[config.mk]
export PLATFORM = sky130hd
export DESIGN_NAME = boot_loader_top
export DESIGN_NICKNAME = d
export VERILOG_FILES = /design/src/logic/boot_pkg.sv /design/src/logic/wb_if.sv /design/src/logic/event_ring.sv /design/src/logic/ctrl_regs.sv /design/src/logic/dma_engine.sv /design/src/logic/wb_addr_decoder.sv /design/src/logic/boot_loader_top.sv
export SDC_FILE = /design/constraint.sdc
export NUM_CORES = 2
export LEC_CHECK = 0
export ABC_CLOCK_PERIOD_IN_PS = 6650
export BUFFER_PORTS_ARGS = -buffer_cell sky130_fd_sc_hd__buf_2
export CORE_MARGIN = 2
export CORE_UTILIZATION = 40
export CTS_CLUSTER_DIAMETER = 30
export CTS_CLUSTER_SIZE = 8
export DETAILED_ROUTE_END_ITERATION = 10
export GPL_ROUTABILITY_DRIVEN = 1
export PLACE_DENSITY = 0.59
export SLEW_MARGIN = 0
export SYNTH_ARGS = -nofsm -noshare
export SYNTH_HDL_FRONTEND = slang
export SYNTH_SLANG_ARGS = --single-unit
[constraint.sdc]
create_clock -name wb_clk_i -period 6.65 [get_ports wb_clk_i]
set_clock_uncertainty 0.15 [all_clocks]
set_input_delay 0.665 -clock wb_clk_i [delete_from_list [all_inputs] [get_ports wb_clk_i]]
set_output_delay 0.665 -clock wb_clk_i [all_outputs]
set_load 0.02 [all_outputs]
[src/logic/boot_pkg.sv]
`default_nettype none

package boot_pkg;

  localparam int data_w = 16;
  localparam int adr_w  = 16;

  typedef enum logic [2:0] {
    mode_dump,
    mode_lc,
    mode_acm,
    mode_sysconfig,
    mode_done
  } boot_mode_e;

  typedef enum logic {
    op_read  = 1'b0,
    op_write = 1'b1
  } bus_op_e;

  // FROM below 0x100, local up to 0x3ff, flash from 0x400
  localparam logic [adr_w-1:0] from_acm_a        = 16'h0000;
  localparam logic [adr_w-1:0] from_lc_a         = 16'h0028;
  localparam logic [adr_w-1:0] systime_a         = 16'h0100;
  localparam logic [adr_w-1:0] crashsrc_a        = 16'h010c;
  localparam logic [adr_w-1:0] crashval_a        = 16'h010d;
  localparam logic [adr_w-1:0] lc_threshs_a      = 16'h0180;
  localparam logic [adr_w-1:0] acm_aquads_a      = 16'h0200;
  localparam logic [adr_w-1:0] vs_indirect_a     = 16'h0240;
  localparam logic [adr_w-1:0] sysconfig_a       = 16'h0241;
  localparam logic [adr_w-1:0] flash_a           = 16'h0400;
  localparam logic [adr_w-1:0] flash_sysconfig_a = 16'hffff;

  localparam logic [data_w-1:0] dump_marker = 16'hdead;  // first word of a crash dump

endpackage

`default_nettype wire

[src/logic/wb_if.sv]
`timescale 1ns/1ns
`default_nettype none

interface wb_if import boot_pkg::*; ();

  logic              cyc;
  logic              stb;
  bus_op_e           we;
  logic [adr_w-1:0]  adr;
  logic [data_w-1:0] dat_m2s;
  logic [data_w-1:0] dat_s2m;
  logic              ack;
  logic              err;  // ends a cycle like ack

  modport master (output cyc, stb, we, adr, dat_m2s, input dat_s2m, ack, err);
  modport slave  (input cyc, stb, we, adr, dat_m2s, output dat_s2m, ack, err);

endinterface

`default_nettype wire

[src/logic/event_ring.sv]
`timescale 1ns/1ns
`default_nettype none

module event_ring import boot_pkg::*; #(
  parameter int RING_DEPTH = 16
) (
  input  wire               wb_clk_i,
  input  wire               soft_reset,
  input  wire               freeze_i,
  input  wire               unfreeze_i,
  input  wire               push_i,
  input  wire  [data_w-2:0] push_dat_i,
  input  wire               pop_i,
  output logic [data_w-1:0] pop_dat_o
);

  localparam int ptr_w = $clog2(RING_DEPTH);
  localparam int cnt_w = $clog2(RING_DEPTH + 1);

  logic [data_w-2:0] mem [RING_DEPTH];
  logic [ptr_w-1:0]  wr_q;
  logic [ptr_w-1:0]  rd_q;
  logic [cnt_w-1:0]  cnt_q;
  logic              frozen_q;
  logic              full;
  logic              push_ok;
  logic              pop_ok;

  function automatic logic [ptr_w-1:0] ptr_inc(input logic [ptr_w-1:0] p);
    ptr_inc = (p == ptr_w'(RING_DEPTH - 1)) ? '0 : p + 1'b1;
  endfunction

  assign full    = (cnt_q == cnt_w'(RING_DEPTH));
  assign push_ok = push_i & ~frozen_q;
  assign pop_ok  = pop_i & (cnt_q != '0);

  // bit 15 flags the last entry, empty ring reads as flag only
  assign pop_dat_o = (cnt_q == '0) ? {1'b1, {(data_w-1){1'b0}}} :
                                     {cnt_q == cnt_w'(1), mem[rd_q]};

  always_ff @(posedge wb_clk_i) begin
    if (soft_reset) begin
      wr_q     <= '0;
      rd_q     <= '0;
      cnt_q    <= '0;
      frozen_q <= 1'b0;
    end else begin
      if (freeze_i) begin
        frozen_q <= 1'b1;
      end else if (unfreeze_i) begin
        frozen_q <= 1'b0;
      end
      if (push_ok) begin
        wr_q <= ptr_inc(wr_q);
      end
      if (pop_ok || (push_ok && full)) begin
        rd_q <= ptr_inc(rd_q);  // full ring drops its oldest
      end
      if (push_ok && !full && !pop_ok) begin
        cnt_q <= cnt_q + 1'b1;
      end else if (pop_ok && !push_ok) begin
        cnt_q <= cnt_q - 1'b1;
      end
    end
  end

  always_ff @(posedge wb_clk_i) begin
    if (push_ok) begin
      mem[wr_q] <= push_dat_i;
    end
  end

  // dumps only pop a frozen ring, so no push slips in
  a_no_push_pop: assert property (@(posedge wb_clk_i) disable iff (soft_reset)
    pop_ok |-> !push_ok);

endmodule

`default_nettype wire

[src/logic/ctrl_regs.sv]
`timescale 1ns/1ns
`default_nettype none

module ctrl_regs import boot_pkg::*; #(
  parameter int LC_COUNT   = 64,
  parameter int ACM_COUNT  = 40,
  parameter int RING_DEPTH = 16
) (
  input  wire                          wb_clk_i,
  input  wire                          soft_reset,
  wb_if.slave                          bus,
  input  wire                          crash_i,
  input  wire  [data_w-1:0]            crash_src_i,
  input  wire  [data_w-1:0]            crash_val_i,
  input  wire                          event_vld_i,
  input  wire  [data_w-2:0]            event_dat_i,
  input  wire  [$clog2(LC_COUNT)-1:0]  lc_rd_adr_i,
  input  wire  [$clog2(ACM_COUNT)-1:0] acm_rd_adr_i,
  output logic [11:0]                  lc_thresh_o,
  output logic [data_w-1:0]            acm_quad_o,
  output logic [data_w-1:0]            sysconfig_o
);

  localparam int lc_aw  = $clog2(LC_COUNT);
  localparam int acm_aw = $clog2(ACM_COUNT);

  logic [47:0]       systime_q;
  logic              crash_d_q;
  logic [data_w-1:0] crash_src_q;
  logic [data_w-1:0] crash_val_q;
  logic [11:0]       lc_tbl [LC_COUNT];
  logic [data_w-1:0] acm_tbl [ACM_COUNT];
  logic [data_w-1:0] sysconfig_q;
  logic [data_w-1:0] rd_dat;
  logic [data_w-1:0] rdat_q;
  logic [data_w-1:0] pop_dat;
  logic [adr_w-1:0]  lc_off;
  logic [adr_w-1:0]  acm_off;
  logic              lc_hit;
  logic              acm_hit;
  logic              hit;
  logic              ack_q;
  logic              err_q;
  logic              start;
  logic              wr;
  logic              ring_sel;

  assign start    = bus.cyc & bus.stb & ~ack_q & ~err_q;
  assign wr       = start & (bus.we == op_write);
  assign ring_sel = start & (bus.adr == vs_indirect_a);
  assign lc_off   = bus.adr - lc_threshs_a;
  assign acm_off  = bus.adr - acm_aquads_a;
  assign lc_hit   = (bus.adr >= lc_threshs_a) && (lc_off < adr_w'(LC_COUNT));
  assign acm_hit  = (bus.adr >= acm_aquads_a) && (acm_off < adr_w'(ACM_COUNT));

  assign bus.ack     = ack_q;
  assign bus.err     = err_q;
  assign bus.dat_s2m = rdat_q;

  assign lc_thresh_o = lc_tbl[lc_rd_adr_i];
  assign acm_quad_o  = acm_tbl[acm_rd_adr_i];
  assign sysconfig_o = sysconfig_q;

  always_comb begin
    hit    = 1'b1;
    rd_dat = '0;
    if (lc_hit) begin
      rd_dat = data_w'(lc_tbl[lc_off[lc_aw-1:0]]);
    end else if (acm_hit) begin
      rd_dat = acm_tbl[acm_off[acm_aw-1:0]];
    end else begin
      case (bus.adr)
        systime_a:          rd_dat = systime_q[15:0];  // low word first
        systime_a + 16'd1:  rd_dat = systime_q[31:16];
        systime_a + 16'd2:  rd_dat = systime_q[47:32];
        crashsrc_a:         rd_dat = crash_src_q;
        crashval_a:         rd_dat = crash_val_q;
        vs_indirect_a:      rd_dat = pop_dat;
        sysconfig_a:        rd_dat = sysconfig_q;
        default:            hit = 1'b0;
      endcase
    end
  end

  always_ff @(posedge wb_clk_i) begin
    if (soft_reset) begin
      systime_q   <= '0;
      crash_d_q   <= 1'b0;
      crash_src_q <= '0;
      crash_val_q <= '0;
      sysconfig_q <= '0;
      ack_q       <= 1'b0;
      err_q       <= 1'b0;
      for (int i = 0; i < LC_COUNT; i++) begin
        lc_tbl[i] <= '0;
      end
      for (int i = 0; i < ACM_COUNT; i++) begin
        acm_tbl[i] <= '0;
      end
    end else begin
      systime_q <= systime_q + 48'd1;
      crash_d_q <= crash_i;
      if (crash_i && !crash_d_q) begin  // rising edge
        crash_src_q <= crash_src_i;
        crash_val_q <= crash_val_i;
      end
      ack_q <= start & hit;
      err_q <= start & ~hit;
      if (wr && lc_hit) begin
        lc_tbl[lc_off[lc_aw-1:0]] <= bus.dat_m2s[11:0];
      end
      if (wr && acm_hit) begin
        acm_tbl[acm_off[acm_aw-1:0]] <= bus.dat_m2s;
      end
      if (wr && bus.adr == sysconfig_a) begin
        sysconfig_q <= bus.dat_m2s;
      end
    end
  end

  always_ff @(posedge wb_clk_i) begin
    if (start) begin
      rdat_q <= rd_dat;
    end
  end

  event_ring #(
    .RING_DEPTH (RING_DEPTH)
  ) u_ring (
    .wb_clk_i   (wb_clk_i),
    .soft_reset (soft_reset),
    .freeze_i   (ring_sel & wr & (bus.dat_m2s == 16'h0000)),
    .unfreeze_i (ring_sel & wr & (bus.dat_m2s == 16'hffff)),
    .push_i     (event_vld_i),
    .push_dat_i (event_dat_i),
    .pop_i      (ring_sel & (bus.we == op_read)),
    .pop_dat_o  (pop_dat)
  );

endmodule

`default_nettype wire

[src/logic/dma_engine.sv]
`timescale 1ns/1ns
`default_nettype none

module dma_engine import boot_pkg::*; #(
  parameter int LC_COUNT   = 64,
  parameter int ACM_COUNT  = 40,
  parameter int RING_DEPTH = 16
) (
  input  wire  wb_clk_i,
  input  wire  soft_reset,
  input  wire  start_i,
  input  wire  crash_i,
  output logic done_o,
  wb_if.master bus
);

  localparam int max_cnt = (LC_COUNT > ACM_COUNT) ? LC_COUNT : ACM_COUNT;
  localparam int item_w  = $clog2((max_cnt > RING_DEPTH) ? max_cnt : RING_DEPTH);

  boot_mode_e        mode_q;
  logic [3:0]        step_q;
  logic [3:0]        hdr_step;
  logic [item_w-1:0] item_q;
  logic              last_item;
  logic              cyc_q;
  bus_op_e           we_q;
  bus_op_e           nxt_we;
  logic [adr_w-1:0]  adr_q;
  logic [adr_w-1:0]  nxt_adr;
  logic [data_w-1:0] dat_q;
  logic [data_w-1:0] nxt_dat;
  logic [data_w-1:0] rdat_q;

  assign bus.cyc     = cyc_q;
  assign bus.stb     = cyc_q;
  assign bus.we      = we_q;
  assign bus.adr     = adr_q;
  assign bus.dat_m2s = dat_q;
  assign done_o      = (mode_q == mode_done);

  assign hdr_step  = step_q - 4'd2;  // header pairs start at step 2
  assign last_item = (mode_q == mode_lc) ? (item_q == item_w'(LC_COUNT - 1)) :
                                           (item_q == item_w'(ACM_COUNT - 1));

  // source of header word k: three time words, then crash source and value
  function automatic logic [adr_w-1:0] hdr_src(input logic [2:0] k);
    case (k)
      3'd3:    hdr_src = crashsrc_a;
      3'd4:    hdr_src = crashval_a;
      default: hdr_src = systime_a + adr_w'(k);
    endcase
  endfunction

  // next bus cycle, from phase and step
  always_comb begin
    nxt_we  = op_write;
    nxt_adr = flash_a;
    nxt_dat = rdat_q;
    case (mode_q)
      mode_dump: begin
        if (step_q == 4'd0) begin
          nxt_adr = vs_indirect_a;  // freeze ring
          nxt_dat = '0;
        end else if (step_q == 4'd1) begin
          nxt_dat = dump_marker;
        end else if (step_q <= 4'd11 && !step_q[0]) begin
          nxt_we  = op_read;
          nxt_adr = hdr_src(hdr_step[3:1]);
        end else if (step_q <= 4'd11) begin
          nxt_adr = flash_a + adr_w'(hdr_step[3:1] + 3'd1);
        end else if (step_q == 4'd12) begin
          nxt_we  = op_read;
          nxt_adr = vs_indirect_a;  // ring pop
        end else if (step_q == 4'd13) begin
          nxt_adr = flash_a + 16'd6 + adr_w'(item_q);
        end else begin
          nxt_adr = vs_indirect_a;  // unfreeze
          nxt_dat = 16'hffff;
        end
      end
      mode_lc: begin
        if (!step_q[0]) begin
          nxt_we  = op_read;
          nxt_adr = from_lc_a + adr_w'(item_q);
        end else begin
          nxt_adr = lc_threshs_a + adr_w'(item_q);
          nxt_dat = (rdat_q == 16'h00ff) ? 16'h0fff : rdat_q << 4;  // 0xff disables
        end
      end
      mode_acm: begin
        if (!step_q[0]) begin
          nxt_we  = op_read;
          nxt_adr = from_acm_a + adr_w'(item_q);
        end else begin
          nxt_adr = acm_aquads_a + adr_w'(item_q);
        end
      end
      default: begin
        if (!step_q[0]) begin
          nxt_we  = op_read;
          nxt_adr = flash_sysconfig_a;
        end else begin
          nxt_adr = sysconfig_a;
          nxt_dat = (rdat_q > 16'h00ff) ? '0 : rdat_q;  // blank flash reads as 0xffff
        end
      end
    endcase
  end

  always_ff @(posedge wb_clk_i) begin
    if (soft_reset) begin
      mode_q <= mode_done;
      step_q <= '0;
      item_q <= '0;
      cyc_q  <= 1'b0;
    end else if (mode_q == mode_done) begin
      if (start_i) begin
        mode_q <= crash_i ? mode_dump : mode_lc;
        step_q <= '0;
        item_q <= '0;
      end
    end else if (!cyc_q) begin
      cyc_q <= 1'b1;
      we_q  <= nxt_we;
      adr_q <= nxt_adr;
      dat_q <= nxt_dat;
    end else if (bus.ack || bus.err) begin
      cyc_q  <= 1'b0;
      step_q <= step_q + 4'd1;
      if (we_q == op_read) begin
        rdat_q <= bus.dat_s2m;
      end
      case (mode_q)
        mode_dump: begin
          if (step_q == 4'd13) begin
            if (rdat_q[15] || item_q == item_w'(RING_DEPTH - 1)) begin
              step_q <= 4'd14;
            end else begin
              step_q <= 4'd12;
              item_q <= item_q + 1'b1;
            end
          end else if (step_q == 4'd14) begin
            mode_q <= mode_lc;
            step_q <= '0;
            item_q <= '0;
          end
        end
        mode_lc, mode_acm: begin
          if (step_q[0]) begin
            step_q <= '0;
            item_q <= last_item ? '0 : item_q + 1'b1;
            if (last_item) begin
              mode_q <= (mode_q == mode_lc) ? mode_acm : mode_sysconfig;
            end
          end
        end
        mode_sysconfig: begin
          if (step_q[0]) begin
            mode_q <= mode_done;
          end
        end
        default: ;
      endcase
    end
  end

  a_ack_in_cyc: assert property (@(posedge wb_clk_i) disable iff (soft_reset)
    (bus.ack || bus.err) |-> bus.cyc);

endmodule

`default_nettype wire

[src/logic/wb_addr_decoder.sv]
`timescale 1ns/1ns
`default_nettype none

module wb_addr_decoder import boot_pkg::*; (
  input  wire               wb_clk_i,
  input  wire               soft_reset,
  wb_if.slave               host,
  wb_if.master              local_bus,
  output logic              mem_cyc_o,
  output logic              mem_we_o,
  output logic [adr_w-1:0]  mem_adr_o,
  output logic [data_w-1:0] mem_dat_o,
  input  wire  [data_w-1:0] mem_dat_i,
  input  wire               mem_ack_i,
  input  wire               mem_err_i
);

  logic active_q;
  logic tgt_local_q;
  logic adr_local;

  assign adr_local = (host.adr >= systime_a) && (host.adr < flash_a);

  // target is latched once per cycle and held until ack or err
  always_ff @(posedge wb_clk_i) begin
    if (soft_reset) begin
      active_q    <= 1'b0;
      tgt_local_q <= 1'b0;
    end else if (!active_q && host.cyc && host.stb) begin
      active_q    <= 1'b1;
      tgt_local_q <= adr_local;
    end else if (host.ack || host.err) begin
      active_q <= 1'b0;
    end
  end

  assign local_bus.cyc     = host.cyc & active_q & tgt_local_q;
  assign local_bus.stb     = host.stb & active_q & tgt_local_q;
  assign local_bus.we      = host.we;
  assign local_bus.adr     = host.adr;
  assign local_bus.dat_m2s = host.dat_m2s;

  assign mem_cyc_o = host.cyc & host.stb & active_q & ~tgt_local_q;
  assign mem_we_o  = (host.we == op_write);
  assign mem_adr_o = host.adr;
  assign mem_dat_o = host.dat_m2s;

  assign host.dat_s2m = tgt_local_q ? local_bus.dat_s2m : mem_dat_i;
  assign host.ack     = active_q & (tgt_local_q ? local_bus.ack : mem_ack_i);
  assign host.err     = active_q & (tgt_local_q ? local_bus.err : mem_err_i);

  a_one_ack: assert property (@(posedge wb_clk_i) disable iff (soft_reset)
    !(local_bus.ack && mem_ack_i));

endmodule

`default_nettype wire

[src/logic/boot_loader_top.sv]
`timescale 1ns/1ns
`default_nettype none

module boot_loader_top import boot_pkg::*; #(
  parameter int LC_COUNT   = 64,
  parameter int ACM_COUNT  = 40,
  parameter int RING_DEPTH = 16
) (
  input  wire                          wb_clk_i,
  input  wire                          soft_reset,
  input  wire                          start_i,
  input  wire                          crash_i,
  output wire                          done_o,
  input  wire  [data_w-1:0]            crash_src_i,
  input  wire  [data_w-1:0]            crash_val_i,
  input  wire                          event_vld_i,
  input  wire  [data_w-2:0]            event_dat_i,
  input  wire  [$clog2(LC_COUNT)-1:0]  lc_rd_adr_i,
  input  wire  [$clog2(ACM_COUNT)-1:0] acm_rd_adr_i,
  output wire  [11:0]                  lc_thresh_o,
  output wire  [data_w-1:0]            acm_quad_o,
  output wire  [data_w-1:0]            sysconfig_o,
  output wire                          mem_cyc_o,
  output wire                          mem_we_o,
  output wire  [adr_w-1:0]             mem_adr_o,
  output wire  [data_w-1:0]            mem_dat_o,
  input  wire  [data_w-1:0]            mem_dat_i,
  input  wire                          mem_ack_i,
  input  wire                          mem_err_i
);

  wb_if eng_bus ();  // engine to decoder
  wb_if reg_bus ();  // decoder to local registers

  dma_engine #(
    .LC_COUNT   (LC_COUNT),
    .ACM_COUNT  (ACM_COUNT),
    .RING_DEPTH (RING_DEPTH)
  ) u_engine (
    .wb_clk_i   (wb_clk_i),
    .soft_reset (soft_reset),
    .start_i    (start_i),
    .crash_i    (crash_i),
    .done_o     (done_o),
    .bus        (eng_bus.master)
  );

  wb_addr_decoder u_decoder (
    .wb_clk_i   (wb_clk_i),
    .soft_reset (soft_reset),
    .host       (eng_bus.slave),
    .local_bus  (reg_bus.master),
    .mem_cyc_o  (mem_cyc_o),
    .mem_we_o   (mem_we_o),
    .mem_adr_o  (mem_adr_o),
    .mem_dat_o  (mem_dat_o),
    .mem_dat_i  (mem_dat_i),
    .mem_ack_i  (mem_ack_i),
    .mem_err_i  (mem_err_i)
  );

  ctrl_regs #(
    .LC_COUNT   (LC_COUNT),
    .ACM_COUNT  (ACM_COUNT),
    .RING_DEPTH (RING_DEPTH)
  ) u_regs (
    .wb_clk_i     (wb_clk_i),
    .soft_reset   (soft_reset),
    .bus          (reg_bus.slave),
    .crash_i      (crash_i),
    .crash_src_i  (crash_src_i),
    .crash_val_i  (crash_val_i),
    .event_vld_i  (event_vld_i),
    .event_dat_i  (event_dat_i),
    .lc_rd_adr_i  (lc_rd_adr_i),
    .acm_rd_adr_i (acm_rd_adr_i),
    .lc_thresh_o  (lc_thresh_o),
    .acm_quad_o   (acm_quad_o),
    .sysconfig_o  (sysconfig_o)
  );

endmodule

`default_nettype wire

==> flow_summary.toml <==
[worst_setup_path]
r2r-end = "u_regs.bus.dat_s2m[0]"
path_max_fanout = 49
r2r_slack_ns = 1.38
cp_slowest_stage_delay_ns = 1.42
r2r_cells = 7
start_kind = "flip-flop"
crit_required_ns = 7.11
crit_slowest_cell = "edfxtp_1"
critical_path_class = "flip-flop to flip-flop"
cpMostUsedCell = "buf_4"
r2r_start = "u_engine.bus.adr[1]"
arrival_ns = 5.72
end_kind = "flip-flop"
cp_cell_sequence = "buf_4 > buf_4 > mux4_2 > a221oi_1 > o22ai_1 > nor4_1 > a21oi_1"

[synth]
ys_types = 84
synth_top_area_share = 0.560
synth_area_leader_cell = "edfxtp_1"
synthTopCellsByArea = "edfxtp_1 56%, mux4_2 22%, and2_1 7.9%"
syn_inst = 6983
ys_seq_area_frac = 0.584
syn_area_sq_um = 112000
syn_avg_cell_area_sq_um = 16.1
synth-main-ff-cell = "edfxtp_1"
async_reset_ff_frac = 0
ys_ff_latch = 2226
synth_edf_count = 2093
yosys_warnings = 0

[timing]
max-slew-margin-rel = -0.0628
setup_violations = 0
fin_setup_tns_ns = 0
drv_slew = 9
grt_setup_unrepaired = "false"
finalCritPeriodShare = 0.792
finalCriticalPeriod_ns = 5.27
worstMarginPinSlew_ns = 1.59
hold_viol_final = 0
fmax_ghz = 0.190
timing.hold.ws_ns = 0.0424

[power]
power_leakage_nw = 48.2
peakVddDrop_v = 0.000240
p_per_area_nw_per_um2 = 325
finalPower_mw = 43.9

[status]
status = "finished, violations left"
failed_checks = "capacitance limit, slew limit"

[global_route]
grt_start_max_net_pins = 133
met2_usage = 0.406
grt_usage = 0.253
overflow = 0
grt.busiest_layer = "met2"
grt_pass1_vias = 70100
met1_usage = 0.334
grt_pass1_wl_microns = 519000
grt_antenna_before_repair = 28
met3_usage = 0.0530

[clocking]
clkTransAtPathRegs_ns = 0.05
post-cts-setup-buffers = 0
clk_latency_ns = 0.94
h-tree-depth = 5
clk_path_buf_depth = 4
cts_root_buffer = "clkbuf_16"
cts_made_buffers = 482
cts_tree = "yes"
clock_sinks = 2226

[place]
place_congestion = 0.920
port-buffer-count = 160
postPlaceCellArea_sq_um = 119000
hpwl_microns = 232000

[floorplanning]
die_x_microns = 534
fp.coreArea_sq_um = 279000
die_h_microns = 534
die_area_sq_um = 285000
start_util = 0.402
num_rows = 194
pin_count = 161

[min_path]
hold_depth = 2
hold_start = "mem_dat_i[13]"
hold_path_class = "primary input to flip-flop"
holdPathEnd = "u_engine.rdat_q[13]"

[finish]
layout_common_cells = "2093 x edfxtp_1, 1415 x and2_1, 1072 x mux4_2"
synthToLayoutAreaGrowth_pct = 20.4
fin_nets = 7719
nFillCells = 23500
final_util = 0.484
design_area_sq_um = 135000
layout-drive-gt1-share = 0.307
layout_commonest_cell = "edfxtp_1"

[routing]
vias_per_cell = 5.98
ant_nets = 0
firstDrtPassIters = 9
drc = 0
via_count = 70200
wl_per_cell_microns = 31.2
wirelength_microns = 366000
drt-initial-drc-count = 9097

[flow_run]
cap_violations = 1
[flip-flops by register name, summed over array words and instances (netlist names), 3 cells and up, named ones only]
name                  count
u_regs.acm_tbl         1024
u_regs.crash_src_q       16
u_regs.u_ring.wr_q        4
u_regs.bus.dat_s2m       16
u_regs.crash_val_q       16
u_regs.u_ring.rd_q        4
u_engine.rdat_q          16
u_engine.step_q           4
u_engine.mode_q           3
u_engine.item_q           6
u_regs.systime_q         48
u_engine.bus.adr         12
u_engine.bus.dat_m2s     16
u_regs.u_ring.mem       240
u_regs.lc_tbl           768
u_regs.u_ring.cnt_q       5
u_regs.sysconfig_o       16
[per-stage QoR]
step,setup slack [ns],std cells
after floorplan,2.51,7366
after global placement,1.71,10800
after detailed placement,1.71,10800
after CTS,1.65,11700
after global routing,1.40,11700
final,1.38,11700
[Yosys cell counts, types with 9 or more instances]
master / count
edfxtp_1: 2093
and2_1: 1416
mux4_2: 1072
clkbuf_1: 435
a21oi_1: 191
a22oi_1: 170
nor2_1: 165
nand2_1: 160
buf_2: 154
dfxtp_1: 133
o21ai_0: 83
mux2i_1: 80
or2_2: 71
buf_1: 50
nand3_1: 49
nor2b_1: 42
xor2_1: 41
buf_4: 36
nor4_4: 33
nor3_1: 32
a211oi_1: 30
a221oi_1: 29
ha_1: 28
inv_1: 27
nand4_1: 27
nor3_4: 26
nor4_1: 25
a22o_1: 24
a31oi_1: 21
mux2_2: 20
and3_1: 17
nand2b_1: 16
xnor2_1: 16
o22ai_1: 14
nor2_2: 13
o41ai_1: 13
a222oi_1: 12
and4_1: 9
o31ai_1: 9
or3_1: 9
[how the worst max path moves through the flow]
stage,from,to,slack (ns)
after floorplan,u_engine.bus.adr[10],u_regs.acm_tbl[16][0],2.51
after global placement,acm_rd_adr_i[0],acm_quad_o[5],1.71
after detailed placement,acm_rd_adr_i[0],acm_quad_o[5],1.71
after CTS,u_engine.bus.adr[14],u_regs.acm_tbl[28][9],1.65
after global routing,u_engine.bus.adr[14],u_regs.acm_tbl[28][9],1.40
final,u_engine.bus.adr[1],u_regs.bus.dat_s2m[0],1.38
[repair_timing]
action,CTS,global route
endpoints found under the hold margin,282,0
resized for setup,0,0
hold buffers,56,0
[report_power, final]
part | internal (mW) | switching, mW
Clock | 15.5 | 7.73
Sequential | 16.0 | 0.344
Combinational | 1.64 | 2.71
[critical path: cells and delay by family, from the launching register on]
kind,cells,cell delay (ns)
buf+inv,2,1.35
flops,1,1.42
compound gates,3,0.79
simple gates,1,0.81
mux,1,0.38
[layout make-up]
type / instances / area (sq um) / share of cell area
antenna: 9 / 22.5 / 0.000167
tap: 3724 / 4660 / 0.0345
timing repair buffer: 444 / 3540 / 0.0262
clock buffer: 558 / 12500 / 0.0926
inverter: 27 / 101 / 0.000750
clock inverter: 326 / 3380 / 0.0250
sequential: 2226 / 65500 / 0.485
multi-input combinational: 4428 / 45400 / 0.336
[kinds of logic after synthesis]
| kind of cell | synth area share |
|---|---|
| fa+ha+maj | 0.00312 |
| other cells | 0.0000334 |
| xor+xnor | 0.00445 |
| compound gates | 0.0380 |
| buf+inv | 0.0274 |
| simple gates | 0.119 |
| mux | 0.224 |
| flops | 0.584 |
[metal layers]
metal	vias up	wire length, microns	share of wire
met2	3936	175000	0.48
met1	36900	139000	0.38
met5	-	46	0.00013
met4	8	16800	0.046
met3	748	34700	0.095
li1	28600	-	-
No activity file was read; power rests on OpenSTA's default activity.
